===== config.mk =====
export PLATFORM = sky130hd
export DESIGN_NAME = imm_gen
export DESIGN_NICKNAME = d
export VERILOG_FILES = /design/src/logic/rv_pkg.sv /design/src/logic/imm_gen.sv
export SDC_FILE = /design/constraint.sdc
export NUM_CORES = 1
export LEC_CHECK = 0
export BUFFER_PORTS_ARGS = -buffer_cell sky130_fd_sc_hd__clkbuf_2
export CAP_MARGIN = 20
export CORE_MARGIN = 5
export CORE_UTILIZATION = 30
export DETAILED_ROUTE_END_ITERATION = 16
export GPL_ROUTABILITY_DRIVEN = 0
export PLACE_DENSITY = 0.77
export SYNTH_ARGS = -nofsm -noshare
export SYNTH_HDL_FRONTEND = slang
export SYNTH_SLANG_ARGS = --single-unit

===== constraint.sdc =====
create_clock -name vclk -period 1.8
set_input_delay 0.27 -clock vclk [all_inputs]
set_output_delay 0.27 -clock vclk [all_outputs]
set_load 0.01 [all_outputs]

===== src/logic/rv_pkg.sv =====
package rv_pkg;

    localparam int XLEN     = 32;
    localparam int NUM_REGS = 32;
    localparam int REG_AW   = $clog2(NUM_REGS);

    localparam logic [XLEN-1:0] RESET_PC = '0;
    localparam logic [XLEN-1:0] PC_STEP  = 4;

    // Operand and next-PC select values
    localparam logic A_RS1  = 1'b0;
    localparam logic A_PC   = 1'b1;
    localparam logic B_RS2  = 1'b0;
    localparam logic B_IMM  = 1'b1;
    localparam logic PC_SEQ = 1'b0;
    localparam logic PC_ALU = 1'b1;

    // funct7 encodings for the ALU groups
    localparam logic [6:0] F7_BASE = 7'b0000000;
    localparam logic [6:0] F7_ALT  = 7'b0100000;

    typedef enum logic [6:0] {
        op_lui    = 7'b0110111,
        op_auipc  = 7'b0010111,
        op_jal    = 7'b1101111,
        op_jalr   = 7'b1100111,
        op_branch = 7'b1100011,
        op_load   = 7'b0000011,
        op_store  = 7'b0100011,
        op_imm    = 7'b0010011,
        op_reg    = 7'b0110011
    } opcode_e;

    typedef enum logic [3:0] {
        alu_add    = 4'd0,
        alu_sub    = 4'd1,
        alu_sll    = 4'd2,
        alu_slt    = 4'd3,
        alu_sltu   = 4'd4,
        alu_xor    = 4'd5,
        alu_srl    = 4'd6,
        alu_sra    = 4'd7,
        alu_or     = 4'd8,
        alu_and    = 4'd9,
        alu_pass_b = 4'd10,
        // Add with bit 0 cleared, for the JALR target
        alu_jalr   = 4'd11
    } alu_op_e;

    typedef enum logic [2:0] {
        imm_i = 3'd0,
        imm_s = 3'd1,
        imm_b = 3'd2,
        imm_u = 3'd3,
        imm_j = 3'd4
    } imm_sel_e;

    typedef enum logic [1:0] {
        wb_mem = 2'd0,
        wb_alu = 2'd1,
        wb_pc4 = 2'd2
    } wb_sel_e;

    typedef struct packed {
        logic     a_sel;
        logic     b_sel;
        alu_op_e  alu_sel;
        logic     mem_wr;
        logic     reg_wen;
        imm_sel_e imm_sel;
        logic     br_un;
        logic     pc_sel;
        wb_sel_e  wb_sel;
    } ctl_t;

    typedef struct packed {
        logic [XLEN-1:0] addr;
        logic [XLEN-1:0] wdata;
        logic            we;
    } dmem_req_t;

endpackage


===== src/logic/imm_gen.sv =====
`timescale 1ns/1ps

module imm_gen (
    input  logic [rv_pkg::XLEN-1:0] instruction,
    input  rv_pkg::imm_sel_e        imm_sel,
    output logic [rv_pkg::XLEN-1:0] imm
);

    logic sign;

    // Bit 31 carries the sign in every format
    assign sign = instruction[31];

    always_comb begin
        case (imm_sel)
            rv_pkg::imm_i: imm = {{20{sign}}, instruction[31:20]};
            rv_pkg::imm_s: imm = {{20{sign}}, instruction[31:25], instruction[11:7]};
            rv_pkg::imm_b: begin
                imm = {{19{sign}}, sign, instruction[7], instruction[30:25],
                       instruction[11:8], 1'b0};
            end
            rv_pkg::imm_u: imm = {instruction[31:12], 12'b0};
            rv_pkg::imm_j: begin
                imm = {{11{sign}}, sign, instruction[19:12], instruction[20],
                       instruction[30:21], 1'b0};
            end
            default: imm = '0;
        endcase
    end

endmodule


# Word level (Yosys, flattened, before mapping)
# Cells that the tools add are included.
dict set report word_totals {
  regBits 0
  input_bits 35
  output_inout_bits 32
  wordCells 6
}
dict set report op_classes {
  eq_ne 4
  muxes 1
  reduce_logical 1
}
# op count
set op_table {}
lappend op_table {{32-bit case mux with 5 select lines} 1}
lappend op_table {{3-bit by 2-bit == test with 1-bit output (second input constant)} 2}
lappend op_table {{3-bit by 1-bit == test with 1-bit output (second input constant)} 1}
lappend op_table {{3-bit == test (second input constant)} 1}
lappend op_table {{3-bit logical NOT} 1}

# Depth between registers and ports, before layout
dict set report logic_depth {
  word_depth 2
  mapped_depth 5
}

# Least setup slack after synthesis
# Ideal clock, no wire load.
dict set report synth_path {
  kind {input port to output port}
  start {input imm_sel[1]}
  end {output imm[20] (netlist name)}
  arrival_ns 1.095
  setup_slack_ns 0.435
  cell_stages 5
  n_path_buf 2
  cell_sequence {buf_6 maj3_2 nand2b_4 buf_6 nand2_1}
}
dict set report synth_via {
  elab_chain_len 2
  elab_cells_between_ends 6
}
# element line_no
set synth_lines {}
lappend synth_lines {{from (decl)} imm_gen.sv:5} ;# input rv_pkg::imm_sel_e imm_sel,
lappend synth_lines {{3-bit == test (tied with other cells)} imm_gen.sv:15} ;# case (imm_sel)
lappend synth_lines {{32-bit case mux with 5 select lines *} imm_gen.sv:15}
lappend synth_lines {{to (decl)} imm_gen.sv:6} ;# output logic [rv_pkg::XLEN-1:0] imm
# Mark *: on every way between the ends. The rest lies on a longest branch, timed or not.

# Worst setup path in the final report
dict set report layout_path {
  start {input imm_sel[2]}
  end {output imm[26] (netlist name)}
}
# The elaborated chain is that of the path after synthesis.

==> results by group <==
Floorplan
  • Core Box Area: 0.00173 sq mm
  • Starting density of the core: 0.313
  • # IOs: 67
  • Die area: 0.00275 sq mm
  • Die span in y: 52.4 um
  • Rows: 15
  • Chip width: 52.4 um

Cells and area
  • Final instance area: 833 sq um
  • Multi-input gate area: approximately 450 sq um
  • Antenna cells: 0
  • Filler cells: 191
  • Area grow syn2layout: 54.2%
  • Number of clock buffers in the layout: 0
  • Nets: 184
  • Num sequential: 0
  • Share of layout cells above drive strength 1: 0.476
  • Register area: 0 sq um

Pwr
  • Power, Total: 240 uW
  • Clock power share: 0
  • Peak VDD IR: 109 uV
  • Combinational fraction of design power: 1.000
  • Switching share of power: 0.540
  • Net Switching: 129 uW
  • Flop pwr share: 0
  • Pleak: roughly 0.00049 uW
  • Power per Cell Area: 288 mW/mm^2
  • Int Pwr: roughly 110 uW

Global routing
  • Vias in the first global route: 757
  • First-pass GRT wire length: 3110 um
  • Initial antenna violation count: 0
  • Total GRT Usage: 0.138
  • Total grt overflow: 0
  • Largest net degree at the start of global routing: 20

Placement
  • Dpl ws: 0.186 ns
  • Area post-placement: roughly 830 sq um
  • # port buffers: 60
  • DP HPWL: 1610 um

Drt
  • Routed length per instance: about 11 um
  • Drt pass-1 iters: 4
  • Routed vias: 820
  • Antenna Nets Post-Route: 0
  • Number of remaining DRC errors: 0
  • Via density: roughly 4.8
  • Wirelength, routed: about 1900 um
  • Iteration-0 DRC Markers: 7

Setup path
  • CP max FO: 19
  • Critical path endpoint category: primary output
  • Arrival @ worst endpoint: 1.34 ns
  • CP Data Required Time: roughly 1.5 ns
  • Setup Crit Path Kind: primary input to primary output
  • CP Launch Type: primary input

Timing
  • Fin Setup TNS: 0 ns
  • Max frequency: 620 MHz
  • Post-route setup slack: 0.188 ns
  • Final period utilization: 0.896
  • Hold Vio Cnt, Final: 0
  • Fin. max-slew vios: 0
  • Final Setup Violations: 0
  • Relative slew slack: 0.743
  • Fin crit period: 1.61 ns
  • Worst Tran Pin Value: just under 0.4 ns
  • RSZ-0062 raised after global routing: no

Synthesis
  • Netlist Area Pre-Place: between 500 and 600 sq um
  • Yosys warnings: 0
  • Cells after Synth: 94
  • Netlist cell types: 20
  • Synth area leader: a21oi_1
  • Top cell type's share of synthesized area: 0.157
  • Most area-consuming cells after synthesis: a21oi_1 16%, nand2_1 15%, o22ai_1 14%
  • Total nets after synthesis: 129
  • Mapped Avg Cell Area: 5.75 sq um
  • Sequential area share after synthesis: 0

Hold path
  • Worst Hold Class: primary input to primary output
  • WHS Endpoint: imm[28]
  • Hold depth: 4
  • HP Start: instruction[28]

Flow run
  • Max Cap Viol: 0

Clocking
  • Post-cts sizing count: 0
  • Post-CTS Setup Inserts: 0
  • # hold bufs at CTS: 0

Outcome
  • Outcome: finished clean
==> final cells by class <==
cell class	instances	area share
Inverter	5	0.0225
Multi-Input combinational cell	78	0.544
Tap cell	25	0.0375
Timing Repair Buffer	64	0.396
==> cell usage after synthesis <==
master    count
a21oi_1      17
and2_0        1
and2_1        1
and2b_1       2
and3b_1       1
buf_2         4
buf_6         3
clkbuf_1      4
inv_1         5
maj3_2        1
mux2_2        4
mux2i_1       1
nand2_1      22
nand2b_1      5
nand2b_4      1
nor2b_1       7
nor3_1        1
o21ai_0       1
o22ai_1      12
o32ai_1       1
==> routing by layer <==
| layer | share of wire | up-vias | global-route usage | wire length, um |
|---|---|---|---|---|
| li1 | - | 431 | - | - |
| met1 | 0.38 | 370 | 0.162 | 743 |
| met2 | 0.57 | 19 | 0.275 | 1110 |
| met3 | 0.044 | 0 | 0.0114 | 85 |
| met4 | 0 | 0 | 0.00851 | 0 |
| met5 | 0 | - | 0 | 0 |
==> through the flow <==
| step | hold slack, ns | std cells | util |
|---|---|---|---|
| after floorplan | 0.651 | 94 | - |
| after global placement | 0.828 | 172 | 0.483 |
| after detailed placement | 0.834 | 172 | 0.483 |
| after CTS | 0.835 | 172 | 0.483 |
| after global routing | 0.853 | 172 | 0.483 |
| final | 0.834 | 172 | 0.483 |
==> power groups by stage <==
stage	Clock [uW]	Sequential [uW]	Combinational (uW)
4_1_cts	0	0	242
3_5_place_dp	0	0	241
5_1_grt	0	0	265
2_1_floorplan	0	0	142
6_report	0	0	240
3_3_place_gp	0	0	235
==> worst max path at each step <==
stage                    start       to  slack [ns]  cells past startpoint
floorplan           imm_sel[1]  imm[20]        0.43                      5
global placement    imm_sel[2]  imm[26]        0.22                      5
detailed placement  imm_sel[2]  imm[26]        0.19                      5
CTS                 imm_sel[2]  imm[26]        0.19                      5
global route        imm_sel[1]  imm[16]        0.06                      5
finish              imm_sel[2]  imm[26]        0.19                      5
==> critical path, cell delays in order <==
cell      delay [ns]
clkbuf_2        0.22
maj3_2          0.42
nand2b_4        0.21
nand2_1         0.09
clkbuf_2        0.13
==> logic make-up after synthesis <==
| kind of cell | Yosys count | share of synthesized area |
|---|---|---|
| compound gates | 31 | 0.322 |
| fa+ha+maj | 1 | 0.0208 |
| buf+inv | 16 | 0.162 |
| mux | 5 | 0.102 |
| simple gates | 41 | 0.394 |
==> cell usage in the layout, fill, tap and decap left out <==
master	count
a21oi_1	17
and2_0	1
and2_1	1
and2b_1	2
and3b_1	1
buf_4	4
clkbuf_2	60
inv_1	5
maj3_2	1
mux2_2	4
mux2i_1	1
nand2_1	22
nand2b_1	5
nand2b_4	1
nor2b_1	7
nor3_1	1
o21ai_0	1
o22ai_1	12
o32ai_1	1
(Power assumes the default switching activity.)
