===== src/logic/rv_pkg.sv =====
package rv_pkg;

    localparam int XLEN     = 32;
    localparam int NUM_REGS = 32;
    localparam int REG_AW   = $clog2(NUM_REGS);

    localparam logic [XLEN-1:0] RESET_PC = '0;
    localparam logic [XLEN-1:0] PC_STEP  = 4;

    // Operand and next-PC select values
    localparam logic A_RS1  = 1'b0;
    localparam logic A_PC   = 1'b1;
    localparam logic B_RS2  = 1'b0;
    localparam logic B_IMM  = 1'b1;
    localparam logic PC_SEQ = 1'b0;
    localparam logic PC_ALU = 1'b1;

    // funct7 encodings for the ALU groups
    localparam logic [6:0] F7_BASE = 7'b0000000;
    localparam logic [6:0] F7_ALT  = 7'b0100000;

    typedef enum logic [6:0] {
        op_lui    = 7'b0110111,
        op_auipc  = 7'b0010111,
        op_jal    = 7'b1101111,
        op_jalr   = 7'b1100111,
        op_branch = 7'b1100011,
        op_load   = 7'b0000011,
        op_store  = 7'b0100011,
        op_imm    = 7'b0010011,
        op_reg    = 7'b0110011
    } opcode_e;

    typedef enum logic [3:0] {
        alu_add    = 4'd0,
        alu_sub    = 4'd1,
        alu_sll    = 4'd2,
        alu_slt    = 4'd3,
        alu_sltu   = 4'd4,
        alu_xor    = 4'd5,
        alu_srl    = 4'd6,
        alu_sra    = 4'd7,
        alu_or     = 4'd8,
        alu_and    = 4'd9,
        alu_pass_b = 4'd10,
        // Add with bit 0 cleared, for the JALR target
        alu_jalr   = 4'd11
    } alu_op_e;

    typedef enum logic [2:0] {
        imm_i = 3'd0,
        imm_s = 3'd1,
        imm_b = 3'd2,
        imm_u = 3'd3,
        imm_j = 3'd4
    } imm_sel_e;

    typedef enum logic [1:0] {
        wb_mem = 2'd0,
        wb_alu = 2'd1,
        wb_pc4 = 2'd2
    } wb_sel_e;

    typedef struct packed {
        logic     a_sel;
        logic     b_sel;
        alu_op_e  alu_sel;
        logic     mem_wr;
        logic     reg_wen;
        imm_sel_e imm_sel;
        logic     br_un;
        logic     pc_sel;
        wb_sel_e  wb_sel;
    } ctl_t;

    typedef struct packed {
        logic [XLEN-1:0] addr;
        logic [XLEN-1:0] wdata;
        logic            we;
    } dmem_req_t;

endpackage


===== src/logic/reg_file.sv =====
`timescale 1ns/1ps

module reg_file (
    input  logic                      clk,
    input  logic                      reset,
    input  logic [rv_pkg::REG_AW-1:0] rs1_addr,
    input  logic [rv_pkg::REG_AW-1:0] rs2_addr,
    input  logic [rv_pkg::REG_AW-1:0] rd_addr,
    input  logic [rv_pkg::XLEN-1:0]   rd_data,
    input  logic                      wen,
    output logic [rv_pkg::XLEN-1:0]   rs1_data,
    output logic [rv_pkg::XLEN-1:0]   rs2_data
);

    logic [rv_pkg::XLEN-1:0] regs [rv_pkg::NUM_REGS];

    always_ff @(posedge clk) begin
        if (reset) begin
            for (int i = 0; i < rv_pkg::NUM_REGS; i++) begin
                regs[i] <= '0;
            end
        end else if (wen && rd_addr != '0) begin
            // x0 is never written, so it stays zero
            regs[rd_addr] <= rd_data;
        end
    end

    assign rs1_data = regs[rs1_addr];
    assign rs2_data = regs[rs2_addr];

endmodule


===== config.mk =====
export PLATFORM = sky130hd
export DESIGN_NAME = reg_file
export DESIGN_NICKNAME = d
export VERILOG_FILES = /design/src/logic/rv_pkg.sv /design/src/logic/reg_file.sv
export SDC_FILE = /design/constraint.sdc
export NUM_CORES = 2
export LEC_CHECK = 0
export BUFFER_PORTS_ARGS = -buffer_cell sky130_fd_sc_hd__buf_4
export CORE_ASPECT_RATIO = 0.6
export CORE_MARGIN = 2
export CORE_UTILIZATION = 45
export CTS_BUF_LIST = sky130_fd_sc_hd__clkbuf_16
export DETAILED_ROUTE_END_ITERATION = 16
export GPL_TIMING_DRIVEN = 0
export SLEW_MARGIN = 15
export SYNTH_ARGS = -nofsm -noshare
export SYNTH_HDL_FRONTEND = slang
export SYNTH_SLANG_ARGS = --single-unit

===== constraint.sdc =====
create_clock -name clk -period 3.3 [get_ports clk]
set_input_delay 0 -clock clk [delete_from_list [all_inputs] [get_ports clk]]
set_output_delay 0 -clock clk [all_outputs]
set_load 0.005 [all_outputs]

# --- Yosys cells after proc, flatten, opt, wreduce, memory -nomap -nowiden ---
# Memories as Yosys holds them, arrays and structs flattened.
# Cells that the tools add are included.
word_totals:
  inputBits: 50
  elab_cells: 12
  mem_bits_rw: 1024
  out_inout_bits: 64
  mem_count: 1
  ff_bits: 0
classes:
  reduce_logical: 3
  mux: 8
memory_table:
  columns: ["memory", "depth", "width", "read_ports", "rd_clocked_by_memory_dff", "write_ports", "line", "rtl"]
  rows:
  - ["regs", 32, 32, 2, 0, 32, "reg_file.sv:15", "logic [rv_pkg::XLEN-1:0] regs [rv_pkg::NUM_REGS];"]
op_table:
  columns: ["operator", "count"]
  rows:
  - ["$mux 32", 1]
  - ["$reduce_or 32->1", 1]
  - ["$mux 1", 6]
  - ["$mux 5", 1]
  - ["$reduce_bool 5->1", 1]
  - ["$logic_and 1x1->1", 1]

# --- Depth between registers and ports, before layout ---
depth:
  word_depth: 7
  mapped_depth: 8
  depth_no_buf: 5

# --- Worst setup path after synthesis ---
# OpenSTA, ideal clock, no wires.
synth_timing:
  path_type: "input -> register"
  startpoint: "in reset"
  endpoint: "mem regs[12][0] (netlist name) (enable)"
  arrival_time_ps: 1233
  setup_slack_ps: 1692
  n_path_buf: 1
  path_stages: 5
  path_cell_list: "nand2b_1 or3_1 buf_6 nor2_4 or2_2"
synth_lines:
  columns: ["item", "line", "rtl"]
  rows:
  - ["start, declared", "reg_file.sv:5", "input logic reset,"]
  - ["end, declared", "reg_file.sv:15", null]

# --- Final worst setup path ---
layout_timing:
  startpoint: "in rs1_addr[0] (netlist name)"
  endpoint: "out rs1_data[29] (netlist name)"
layout_between:
  elab_chain_len: 1
layout_rtl:
  columns: ["item", "line", "rtl"]
  rows:
  - ["start, declared", "reg_file.sv:6", "input logic [rv_pkg::REG_AW-1:0] rs1_addr,"]
  - ["$mem_v2 32x32", null, null]
  - ["end, declared", "reg_file.sv:11", "output logic [rv_pkg::XLEN-1:0] rs1_data,"]
# No other way between the ends.

==> impl_metrics.py <==
metrics = {
    "layout": {
        "regMostFlops": "regs",
        "layout_common_cells": "1,024 x mux2i_1, 1,024 x edfxtp_1, 994 x and2_1",
        "largest_reg_flops": 1024,
        "top_regs": "regs (1024)",
        "fin_nets": 4946,
        "multi_input_area_mm2": 0.0231,
        "stdcell_area_mm2": 0.0632,
        "area_growth_pct": 13.0,
        "seqCellArea_mm2": 0.0307,
        "nFillCells": 11000,
        "drive_above_1_share": 0.109,
    },
    "floorplan": {
        "num_rows": 100,
        "die_w_um": 459,
        "pin_count": 114,
        "core-area_mm2": 0.124,
        "die_area_mm2": 0.127,
        "start_util": 0.452,
        "die-height_um": 277,
    },
    "clock_network": {
        "cts_buffer_depth": 3,
        "clkSinkCount": 1024,
        "htreeDepth": 3,
        "root_buffer": "clkbuf_16",
        "cts_tree": "done",
        "numCtsBuffers": 102,
        "clk_pin_slew_ns": 0.07,
        "post_cts_buffers": 0,
    },
    "place": {
        "numPortBuffers": 111,
        "gp_congestion": 0.950,
        "placed_cell_area_mm2": 0.0591,
        "hpwl_um": 167000,
    },
    "logic_synthesis": {
        "synth_edf_count": 1024,
        "yosys_warnings": 0,
        "synth_area_leaders": "edfxtp_1 55%, mux2i_1 18%, and2_1 11%",
        "postSynthCellCount": 4605,
        "yosysUniqueCellTypes": 29,
        "yosys.area.top_type_share": 0.550,
        "synthFlopType": "edfxtp_1",
        "yosysSeqAreaShare": 0.550,
        "synth-seq-cells": 1024,
        "synth_area_mm2": 0.0559,
        "async_reset_ff_frac": 0,
        "synth_largest_area_cell": "edfxtp_1",
        "syn_area_per_cell_um2": 12.1,
    },
    "global_routing": {
        "grt_max_degree": 33,
        "grt_first_pass_wirelength_um": 319000,
        "grt_usage": 0.364,
        "grt_pass1_vias": 39700,
        "antenna_found_initial": 18,
        "grt_overflow": 0,
    },
    "sta": {
        "rsz0062_at_grt": "false",
        "worstMarginPinSlew_ns": 1.43,
        "period_needed_ns": 3.29,
        "finalCritPeriodShare": 0.998,
        "slew_headroom": 0.0495,
        "setup_tns_ns": 0,
        "fmax_mhz": 304,
        "report.final.setup_viol": 0,
        "finalHoldViolCount": 0,
        "slew_viol_final": 0,
    },
    "power": {
        "leakagePower_nw": 24.9,
        "max-vdd-ir-drop_mv": 0.438,
        "power_density_mw_per_mm2": 521,
    },
    "routing": {
        "vias": 42500,
        "wl_per_cell_um": 35.8,
        "dr_wl_met3_um": 35200,
        "totalWireLength_um": 237000,
        "wl_met2_um": 91800,
        "drt-pass1-iter-count": 8,
        "top_layer": "met5",
        "detailedRoute.firstIterationViolations": 7305,
        "drc": 0,
        "ant_nets": 0,
        "met1_length_um": 99300,
        "viasPerCell": 6.43,
    },
    "critical_path": {
        "worstPathCellList": "buf_4 -> nor2_1 -> clkbuf_1 -> clkbuf_1 -> a22oi_1 -> nand3_1 -> nand3_1 -> buf_4",
        "worstPathRequired_ns": 3.30,
        "arrival_ns": 3.29,
        "slowest_delay_ns": 1.00,
        "crit_family": "buffers and inverters",
        "cp_num_buf_inv": 4,
        "crit_fanout": 10,
        "worstSetupPathType": "primary input to output pin",
        "crit_path_start_kind": "primary input",
        "end_kind": "output pin",
        "crit_path_start": "rs1_addr[0]",
        "cpMaxStageDelayCell": "clkbuf_1",
    },
    "worst_hold_path": {
        "hold_path_class": "primary input to register",
        "hp-start": "reset",
    },
    "run_status": {
        "status": "complete, no violations",
    },
    "run": {
        "max-cap-violations": 0,
    },
}
worst paths after layout:
kind,endpoint,slack (ns),depth (start not counted)
worst max-delay path,rs1_data[29],0.005,8
worst min-delay path,regs[31][29]$_SDFFCE_PN0P_,0.07,2
routing by layer:
metal	GRT usage	up-vias
li1	-	17400
met1	0.526	21400
met2	0.479	3170
met3	0.145	482
met4	0.145	10
met5	0.00450	-
cell type report:
class | instances | share of cell area
Sequential cell | 1024 | 0.487
Multi-Input combinational cell | 3166 | 0.366
Clock buffer | 105 | 0.0416
Buffer | 446 | 0.0347
Tap cell | 1632 | 0.0323
Timing Repair Buffer | 156 | 0.0219
Clock inverter | 84 | 0.0159
Antenna cell | 8 | 0.000317
kinds of logic after synthesis:
group | count (synthesis) | share of synthesized area
AOI/OAI and AO/OA | 576 | 0.0702
muxes | 1024 | 0.183
and+or+nand+nor | 1534 | 0.157
buffers and inverters | 446 | 0.0390
other | 1 | 0.0000671
DFF | 1024 | 0.550
Yosys cell counts, types with 9 or more instances:
cell      count
a21oi_1     192
a22o_1      128
a22oi_1     192
a31oi_1      64
and2_1      994
buf_1        24
buf_2       113
buf_4        63
buf_6        12
clkbuf_1    218
clkbuf_2      9
edfxtp_1   1024
mux2i_1    1024
nand2_1     196
nand3_1     193
nor2_1       21
nor3_1       64
or2_2        33
through the flow:
step / std cells / hold WS [ns] / util / power (mW) / worst slack [ns]
6_report: 6621 / 0.0725 / 0.511 / 32.9 / 0.00525
5_1_grt: 6614 / 0.0507 / 0.511 / 33.5 / 0.127
4_1_cts: 6612 / 0.00624 / 0.510 / 32.6 / 0.373
3_5_place_dp: 6387 / 0.341 / 0.478 / 19.8 / 0.179
3_3_place_gp: 6379 / 0.336 / 0.476 / 19.7 / 0.0115
2_1_floorplan: 4636 / 0.198 / - / 17.8 / 1.69
timing repair:
action,4_1_cts,5_1_grt
hold buffers,36,0
endpoints found under the setup margin,0,0
resized for setup,0,0
hold endpoints to repair,450,0
where the power goes:
part           internal [mW]  switching (mW)  total, mW  leakage (nW)
combinational           1.38            2.95       4.34          13.4
sequential              15.0           0.385       15.4          9.75
clock                   7.63            5.55       13.2          1.82
Power figures use the tool's default switching activity.
