--- config.mk ---
export PLATFORM = sky130hd
export DESIGN_NAME = instr_ctl
export DESIGN_NICKNAME = d
export VERILOG_FILES = /design/src/logic/rv_pkg.sv /design/src/logic/instr_ctl.sv
export SDC_FILE = /design/constraint.sdc
export NUM_CORES = 1
export LEC_CHECK = 0
export BUFFER_PORTS_ARGS = -buffer_cell sky130_fd_sc_hd__buf_2
export CAP_MARGIN = 20
export CORE_MARGIN = 4
export CORE_UTILIZATION = 34
export DETAILED_ROUTE_END_ITERATION = 8
export PLACE_DENSITY = 0.92
export SLEW_MARGIN = 40
export SYNTH_ARGS = -nofsm -noshare
export SYNTH_HDL_FRONTEND = slang
export SYNTH_SLANG_ARGS = --single-unit
--- constraint.sdc ---
create_clock -name vclk -period 1.47
set_input_delay 0.2205 -clock vclk [all_inputs]
set_output_delay 0.2205 -clock vclk [all_outputs]
set_load 0.03 [all_outputs]
--- src/logic/rv_pkg.sv ---
package rv_pkg;

    localparam int XLEN     = 32;
    localparam int NUM_REGS = 32;
    localparam int REG_AW   = $clog2(NUM_REGS);

    localparam logic [XLEN-1:0] RESET_PC = '0;
    localparam logic [XLEN-1:0] PC_STEP  = 4;

    // Operand and next-PC select values
    localparam logic A_RS1  = 1'b0;
    localparam logic A_PC   = 1'b1;
    localparam logic B_RS2  = 1'b0;
    localparam logic B_IMM  = 1'b1;
    localparam logic PC_SEQ = 1'b0;
    localparam logic PC_ALU = 1'b1;

    // funct7 encodings for the ALU groups
    localparam logic [6:0] F7_BASE = 7'b0000000;
    localparam logic [6:0] F7_ALT  = 7'b0100000;

    typedef enum logic [6:0] {
        op_lui    = 7'b0110111,
        op_auipc  = 7'b0010111,
        op_jal    = 7'b1101111,
        op_jalr   = 7'b1100111,
        op_branch = 7'b1100011,
        op_load   = 7'b0000011,
        op_store  = 7'b0100011,
        op_imm    = 7'b0010011,
        op_reg    = 7'b0110011
    } opcode_e;

    typedef enum logic [3:0] {
        alu_add    = 4'd0,
        alu_sub    = 4'd1,
        alu_sll    = 4'd2,
        alu_slt    = 4'd3,
        alu_sltu   = 4'd4,
        alu_xor    = 4'd5,
        alu_srl    = 4'd6,
        alu_sra    = 4'd7,
        alu_or     = 4'd8,
        alu_and    = 4'd9,
        alu_pass_b = 4'd10,
        // Add with bit 0 cleared, for the JALR target
        alu_jalr   = 4'd11
    } alu_op_e;

    typedef enum logic [2:0] {
        imm_i = 3'd0,
        imm_s = 3'd1,
        imm_b = 3'd2,
        imm_u = 3'd3,
        imm_j = 3'd4
    } imm_sel_e;

    typedef enum logic [1:0] {
        wb_mem = 2'd0,
        wb_alu = 2'd1,
        wb_pc4 = 2'd2
    } wb_sel_e;

    typedef struct packed {
        logic     a_sel;
        logic     b_sel;
        alu_op_e  alu_sel;
        logic     mem_wr;
        logic     reg_wen;
        imm_sel_e imm_sel;
        logic     br_un;
        logic     pc_sel;
        wb_sel_e  wb_sel;
    } ctl_t;

    typedef struct packed {
        logic [XLEN-1:0] addr;
        logic [XLEN-1:0] wdata;
        logic            we;
    } dmem_req_t;

endpackage

--- src/logic/instr_ctl.sv ---
`timescale 1ns/1ps

module instr_ctl (
    input  logic [rv_pkg::XLEN-1:0] instruction,
    input  logic                    br_eq,
    input  logic                    br_lt,
    output rv_pkg::ctl_t            ctl
);

    rv_pkg::opcode_e opcode;
    logic [2:0]      funct3;
    logic [6:0]      funct7;
    logic            alt;
    logic            shift_ok;
    logic            reg_ok;
    logic            br_valid;
    logic            br_taken;

    function automatic rv_pkg::alu_op_e alu_decode(input logic [2:0] f3, input logic sel_alt);
        rv_pkg::alu_op_e op;
        case (f3)
            3'b000: begin
                if (sel_alt) op = rv_pkg::alu_sub;
                else op = rv_pkg::alu_add;
            end
            3'b001: op = rv_pkg::alu_sll;
            3'b010: op = rv_pkg::alu_slt;
            3'b011: op = rv_pkg::alu_sltu;
            3'b100: op = rv_pkg::alu_xor;
            3'b101: begin
                if (sel_alt) op = rv_pkg::alu_sra;
                else op = rv_pkg::alu_srl;
            end
            3'b110: op = rv_pkg::alu_or;
            default: op = rv_pkg::alu_and;
        endcase
        return op;
    endfunction

    assign opcode = rv_pkg::opcode_e'(instruction[6:0]);
    assign funct3 = instruction[14:12];
    assign funct7 = instruction[31:25];
    assign alt    = (funct7 == rv_pkg::F7_ALT);

    // Alternate funct7 only legal on SRAI/SRA and SUB
    assign shift_ok = (funct7 == rv_pkg::F7_BASE) || (alt && funct3 == 3'b101);
    assign reg_ok   = shift_ok || (alt && funct3 == 3'b000);

    always_comb begin
        br_valid = 1'b1;
        case (funct3)
            3'b000: br_taken = br_eq;
            3'b001: br_taken = ~br_eq;
            3'b100, 3'b110: br_taken = br_lt;
            3'b101, 3'b111: br_taken = ~br_lt;
            default: begin
                br_taken = 1'b0;
                br_valid = 1'b0;
            end
        endcase
    end

    always_comb begin
        // No-op unless a supported encoding is matched
        ctl.a_sel   = rv_pkg::A_RS1;
        ctl.b_sel   = rv_pkg::B_RS2;
        ctl.alu_sel = rv_pkg::alu_add;
        ctl.mem_wr  = 1'b0;
        ctl.reg_wen = 1'b0;
        ctl.imm_sel = rv_pkg::imm_i;
        ctl.br_un   = 1'b0;
        ctl.pc_sel  = rv_pkg::PC_SEQ;
        ctl.wb_sel  = rv_pkg::wb_alu;
        case (opcode)
            rv_pkg::op_lui: begin
                ctl.b_sel   = rv_pkg::B_IMM;
                ctl.alu_sel = rv_pkg::alu_pass_b;
                ctl.imm_sel = rv_pkg::imm_u;
                ctl.reg_wen = 1'b1;
            end
            rv_pkg::op_auipc: begin
                ctl.a_sel   = rv_pkg::A_PC;
                ctl.b_sel   = rv_pkg::B_IMM;
                ctl.imm_sel = rv_pkg::imm_u;
                ctl.reg_wen = 1'b1;
            end
            rv_pkg::op_jal: begin
                ctl.a_sel   = rv_pkg::A_PC;
                ctl.b_sel   = rv_pkg::B_IMM;
                ctl.imm_sel = rv_pkg::imm_j;
                ctl.reg_wen = 1'b1;
                ctl.pc_sel  = rv_pkg::PC_ALU;
                ctl.wb_sel  = rv_pkg::wb_pc4;
            end
            rv_pkg::op_jalr: begin
                if (funct3 == 3'b000) begin
                    ctl.b_sel   = rv_pkg::B_IMM;
                    ctl.alu_sel = rv_pkg::alu_jalr;
                    ctl.reg_wen = 1'b1;
                    ctl.pc_sel  = rv_pkg::PC_ALU;
                    ctl.wb_sel  = rv_pkg::wb_pc4;
                end
            end
            rv_pkg::op_branch: begin
                if (br_valid) begin
                    ctl.a_sel   = rv_pkg::A_PC;
                    ctl.b_sel   = rv_pkg::B_IMM;
                    ctl.imm_sel = rv_pkg::imm_b;
                    // BLTU and BGEU have funct3[1] set
                    ctl.br_un   = funct3[1];
                    ctl.pc_sel  = br_taken;
                end
            end
            rv_pkg::op_load: begin
                if (funct3 == 3'b010) begin
                    ctl.b_sel   = rv_pkg::B_IMM;
                    ctl.reg_wen = 1'b1;
                    ctl.wb_sel  = rv_pkg::wb_mem;
                end
            end
            rv_pkg::op_store: begin
                if (funct3 == 3'b010) begin
                    ctl.b_sel   = rv_pkg::B_IMM;
                    ctl.imm_sel = rv_pkg::imm_s;
                    ctl.mem_wr  = 1'b1;
                end
            end
            rv_pkg::op_imm: begin
                if ((funct3 != 3'b001 && funct3 != 3'b101) || shift_ok) begin
                    ctl.b_sel   = rv_pkg::B_IMM;
                    ctl.alu_sel = alu_decode(funct3, alt && funct3 == 3'b101);
                    ctl.reg_wen = 1'b1;
                end
            end
            rv_pkg::op_reg: begin
                if (reg_ok) begin
                    ctl.alu_sel = alu_decode(funct3, alt);
                    ctl.reg_wen = 1'b1;
                end
            end
            default: begin
                ctl.reg_wen = 1'b0;
            end
        endcase
    end

endmodule

==> results of run 1 <==
[kinds of logic after synthesis]
kind of cell,Yosys count,share of synthesized area
AOI/OAI and AO/OA,20,0.300
xor gates and xnor gates,1,0.0188
buffers and inverters,7,0.0697
and+or+nand+nor,47,0.611
[through the flow]
step / worst slack, ns / instances / utilization / hold slack [ns] / TNS, ns
floorplan: -0.202 / 75 / - / 0.486 / -0.828
global placement: -0.336 / 148 / 0.721 / 0.808 / -2.48
detailed placement: -0.429 / 148 / 0.721 / 0.817 / -3.01
CTS: -0.303 / 153 / 0.888 / 0.783 / -1.82
[what timing repair did]
item                       in CTS
buffers inserted                5
gates resized for setup        48
setup endpoints to repair      10
pin swaps                      11
==> results.ini, run 1 <==
[run_status]
status = stopped before the end
failed_stage = global routing (5_1_grt)
firstError = [ERROR DPL-0038] Utilization greater than 100%, impossible to legalize

[synth]
synth_most_common_cell = nand2_1
seq_area_frac_synth = 0
yosys_warnings = 0
synth_area_per_cell_um2 = 6.22
synth_cell_types = 34
yosysTopAreaCell = nand2_1
syn_nets = 109
synth_cells = 75
synth_common_cells = nand2_1, nor2_1, o21ai_0, nor3_1, nand3_1
synth_top_area_frac = 0.0804
netlist_area_um2 = 467
synth_area_leaders = nand2_1, o21ai_0, nor3_1

[clock_network]
hold_buffers = 0

[die]
start_util = 0.359
io_pins = 49
die_w_um = 45.1
rows = 13
die_h_um = 45.1

[placement]
place_hpwl_um = 1720
portBuffers = 34
place_congestion = 0.956
placed_cell_area_um2 = 938

[sta]
grt_worst_setup_endpoint = ctl[11]
endpoint_type = top-level output

[global_routing]
grt_max_degree = 9

==> run 2, diff against run 1 <==
Settings changed: CORE_AREA from default to 4 4 65 67, CORE_MARGIN 4 to default, CORE_UTILIZATION 34 to default, DIE_AREA from default to 0 0 69 71, PLACE_DENSITY 0.92 to default, PLACE_DENSITY_LB_ADDON from default to 0.15.
Clock period 1.47 ns to 1.9 ns, I/O delays scaled along.
==> results.ini, run 2 <==
[setup_path]
cp.required_ns = 1.62
crit_fanout = 4
critical_path_class = primary input to output pin
critical_path_arrival_ns = 1.60
crit_start = instruction[3]
start_kind = primary input
endpoint_kind = output pin

[synth]
synth_cells = 75  ; unchanged
netlist_area_um2 = 467  ; unchanged
synth-compound-area-share = 0.300  ; unchanged
yosysTopAreaCell = nand2_1  ; unchanged
synth_top_family_by_area = simple AND/OR/NAND/NOR gates  ; unchanged
synth_top_area_frac = 0.0804  ; unchanged
synthMuxAreaShare = 0  ; unchanged
synth_cell_types = 34  ; unchanged
yosys_warnings = 0  ; unchanged
synth_area_per_cell_um2 = 6.22  ; unchanged
synth_common_cells = nand2_1, nor2_1, o21ai_0, nor3_1, nand3_1  ; unchanged
synthAdderAreaFrac = 0  ; unchanged
synth_area_leaders = nand2_1, o21ai_0, nor3_1  ; unchanged
syn_nets = 109  ; unchanged
synthXorXnorAreaFrac = 0.0188  ; unchanged
synth_most_common_cell = nand2_1  ; unchanged
seq_area_frac_synth = 0  ; unchanged
yosys.area_share.simple = 0.611  ; unchanged

[route]
drt_iter0_drc = 13
drtAntennaViolNets = 0
routed_wl_um = 2010
route.detailed.drc = 0
via_per_inst = 4.18
vias = 739
avgRoutedWirePerCell_um = 11.4
first_pass_iters = 4

[placement]
portBuffers = 34  ; unchanged
place_hpwl_um = 1720  ; about the same
place_congestion = 0.733  ; was 0.956

[flow_run]
cap_violations = 0

[layout]
design.seq.count = 0
ff_latch_area_um2 = 0
drive_above_1_share = 0.620
fin_util = 0.269
clock_buffers = 0
area_growth_syn_to_layout_pct = 109
final_cell_mix = buf_2, buf_4, nand2_1
insertedDiodeCount = 0
nNetsFinal = 165
layout_commonest_cell = buf_2
fillCellCount = 421

[global_routing]
gr-total-overflow = 0
grt_max_degree = 8
first_global_vias = 739
antenna_found_initial = 0
grt_first_pass_wirelength_um = 3370
grt_usage = 0.0787

[sta]
tightest_slew_ns = 0.445
fmax_ghz = 0.530
finalCritPeriodShare = 0.994
hold_violations = 0
setup_viol = 0
rsz0062_at_grt = yes
holdWs_ns = 1.02
finalMaxSlewViolations = 0
post-route-min-period_ns = 1.89
max_slew_margin = 0.701

[die]
rows = 22  ; was 13
start_util = 0.128  ; was 0.359
die_area_um2 = 4900
die_w_um = 69  ; was 45.1 µm
core_area_um2 = 3630
io_pins = 49  ; unchanged
die_h_um = 71  ; was 45.1 µm

[power]
vdd.ir_drop.worst_v = 0.0000373
leakage_uw = 0.000477
powerDensity_nw_per_um2 = 133

[hold_path]
hold_path_class = primary input to output pin
hold_start = instruction[0]

[run_status]
status = complete, no violations  ; was stopped before the end

[clock_network]
hold_buffers = 0  ; unchanged

-- run 2: cell counts after synthesis --
No cell type changed its count.
-- run 2: cells by family (layout without fill, tap and decap cells) --
kind of cell	count (synthesis)	in the layout
and+or+nand+nor	47	47
buffers and inverters	7	61
AOI/OAI and AO/OA	20	20
xor gates and xnor gates	1	1
-- run 2: timing repair --
action                     in CTS  in global routing
gates resized for setup        12                 12
gates cloned                    0                  0
setup buffers                   1                  0
setup endpoints to repair       7                  6
pin swaps                       7                  2
-- run 2: worst paths after layout --
| path | end | slack (ns) | depth (start not counted) |
|---|---|---|---|
| max | ctl[11] | 0.01 | 7 |
| min | ctl[3] | 1.02 | 4 |
-- run 2: worst max-delay path, cell delays in order --
cell and delay (ns):
buf_2 0.10, and4bb_4 0.37, nand2_4 0.07, nor4b_4 0.30, nor2_2 0.11, and2b_2 0.23
buf_6 0.12
-- run 2: stage by stage --
| step | setup TNS (ns) | power, µW | cells | instance area [µm²] | setup slack (ns) |
|---|---|---|---|---|---|
| 6_report | 0 | 130 | 177 | 977 | 0.0123 |
| 5_1_grt | -0.183 | 143 | 177 | 977 | -0.0553 |
| 4_1_cts | 0 | 125 | 177 | 933 | 0.000148 |
| 3_5_place_dp | -0.356 | 120 | 176 | 885 | -0.153 |
| 3_3_place_gp | -0.267 | 118 | 176 | 885 | -0.128 |
| 2_1_floorplan | -0.00498 | 55.9 | 75 | 494 | -0.00498 |
-- run 2: final cells by class --
type | count | area (µm²) | area share
multi-input cells | 68 | 504 | 0.516
repair buffers | 57 | 398 | 0.407
well taps | 48 | 60.1 | 0.0615
inverters | 4 | 15.0 | 0.0154
-- run 2: per-layer routing --
metal	part of all wire	wire length (µm)	GRT usage
met1	0.42	847	0.0978
met3	0.053	106	0.00710
met5	0	0	0
met2	0.52	1060	0.153
met4	0	0	0.00434
-- run 2: report_power, final --
| group | total, µW | switching, µW | leakage (µW) | internal [µW] |
|---|---|---|---|---|
| clock network | 0 | 0 | 0 | 0 |
| registers | 0 | 0 | 0 | 0 |
| logic | 130 | 66.5 | 0.000477 | 63.5 |
| total | 130 | 66.5 | 0.000477 | 63.5 |
Note: power is estimated with default switching activity, not from simulation.
==> run 3, diff against run 2 <==
Settings changed: CORE_AREA 4 4 65 67 to 2 2 63 65, DIE_AREA 0 0 69 71 to 0 0 65 67, SKIP_LAST_GASP from default to 1.
==> results.ini, run 3 (synthesized netlist as in run 2, its figures left out) <==
[sta]
rsz0062_at_grt = yes  ; unchanged
tightest_slew_ns = 0.467  ; was 0.445 ns
max_slew_margin = 0.686  ; was 0.701
hold_violations = 0  ; unchanged
post-route-min-period_ns = 1.86  ; was 1.89 ns
fmax_ghz = 0.537  ; was 0.530 GHz
finalCritPeriodShare = 0.980  ; was 0.994
finalMaxSlewViolations = 0  ; unchanged
setup_viol = 0  ; unchanged

[power]
clkPwrFrac = 0  ; about the same
total_power_uw = 132  ; was 130 µW
leakage_uw = 0.000471  ; was 0.000477 µW
power.switching_uw = 67.2  ; was 66.5 µW
vdd.ir_drop.worst_v = 0.0000414  ; was 0.0000373 V
powerDensity_nw_per_um2 = 135  ; was 133 nW/µm²
seqPwrFrac = 0  ; about the same
p_comb_frac = 1.000  ; about the same
switching_share = 0.510  ; was 0.511
power.internal_uw = 64.5  ; was 63.5 µW

[route]
avgRoutedWirePerCell_um = 11.2  ; was 11.4 µm
via_per_inst = 4.24  ; was 4.18
first_pass_iters = 4  ; unchanged
drt_iter0_drc = 10  ; was 13
routed_wl_um = 1970  ; was 2010 µm
route.detailed.drc = 0  ; unchanged
drtAntennaViolNets = 0  ; unchanged
vias = 746  ; was 739

[layout]
clock_buffers = 0  ; unchanged
final_cell_mix = buf_4, buf_2, nor2_1, nand2_1, buf_6  ; was buf_2, buf_4, nand2_1
layout_commonest_cell = buf_4  ; was buf_2
fin_cells = 176  ; was 177
design.seq.count = 0  ; unchanged
drive_above_1_share = 0.633  ; was 0.620
nNetsFinal = 164  ; was 165
design_area_um2 = 973  ; was 977 µm²
ff_latch_area_um2 = 0  ; unchanged
area_growth_syn_to_layout_pct = 109  ; about the same
insertedDiodeCount = 0  ; unchanged

[setup_path]
start_kind = primary input  ; unchanged
endpoint_kind = output pin  ; unchanged
critical_path_class = primary input to output pin  ; unchanged
cp.required_ns = 1.62  ; about the same
critical_path_arrival_ns = 1.58  ; was 1.60 ns
crit_fanout = 4  ; unchanged
crit_start = instruction[2]  ; was instruction[3]

[global_routing]
antenna_found_initial = 0  ; unchanged
grt_usage = 0.0909  ; was 0.0787
first_global_vias = 753  ; was 739
grt_max_degree = 8  ; unchanged
gr-total-overflow = 0  ; unchanged
grt_first_pass_wirelength_um = 3280  ; was 3370 µm

[die]
die_w_um = 65  ; was 69 µm
start_util = 0.129  ; was 0.128
io_pins = 49  ; unchanged
core_area_um2 = 3610  ; was 3630 µm²
die_h_um = 67  ; was 71 µm
rows = 22  ; unchanged
die_area_um2 = 4360  ; was 4900 µm²

[run_status]
status = complete, no violations  ; unchanged

[placement]
portBuffers = 34  ; unchanged
place_hpwl_um = 1700  ; was 1720 µm
placed_cells = 175  ; was 176
place_congestion = 0.812  ; was 0.733
placed_cell_area_um2 = 865  ; was 885 µm²

[hold_path]
holdPathStages = 4  ; unchanged
hold_path_class = primary input to output pin  ; unchanged
hold_start = instruction[2]  ; was instruction[0]
whs_endpoint = ctl[3]  ; unchanged

[clock_network]
hold_buffers = 0  ; unchanged

[flow_run]
cap_violations = 0  ; unchanged

## run 3: changes by cell type in the layout (fill, tap and decap cells not counted), sizes merged
cell and change:
buf -1
## run 3: how the worst max path moves through the flow
stage                          to  depth (start not counted)
final                     ctl[11]                          7
after global routing      ctl[11]                          7
after CTS                  ctl[9]                          7
after detailed placement   ctl[9]                          8
after global placement     ctl[9]                          8
after floorplan           ctl[13]                          6
## run 3: metrics by stage
step	utilization	setup WS (ns)	TNS (ns)	hold WS, ns
after floorplan	-	-0.00498	-0.00498	0.617
after global placement	0.240	-0.162	-0.271	1.02
after CTS	0.255	-0.00481	-0.00481	1.00
final	0.270	0.0376	0	1.02
after global routing	0.270	-0.0966	-0.342	1.04
after detailed placement	0.240	-0.157	-0.310	1.03
## run 3: cell type report
| type | count | area, µm² |
|---|---|---|
| repair buffers | 56 | 383 |
| fillers | 403 | 2630 |
| well taps | 48 | 60.1 |
| multi-input cells | 68 | 515 |
| inverters | 4 | 15.0 |
## run 3: per-layer routing
layer  share of wire  routed length [µm]  vias up  track usage
li1                -                   -      387            -
met1            0.47                 932      340        0.113
met2            0.48                 955       19        0.179
met3           0.044                  86        0      0.00676
met4               0                   0        0            0
met5               0                   0        -            0
## run 3: power by group through the flow
stage	logic, µW	clock network, µW	registers (µW)
final	132	0	0
after global routing	144	0	0
after CTS	124	0	0
after detailed placement	118	0	0
after global placement	117	0	0
after floorplan	55.9	0	0
## run 3: worst max-delay path, stage by stage
cell and delay, ns:
buf_6 0.10, and4bb_4 0.37, nand2_4 0.06, nor4b_4 0.33
nor2_4 0.08, and2b_2 0.23, buf_6 0.12
## run 3: timing repair
| action | in CTS | in global routing |
|---|---|---|
| setup buffers | 0 | 1 |
| setup endpoints to repair | 5 | 8 |
| gates resized for setup | 16 | 12 |
| pin swaps | 7 | 8 |
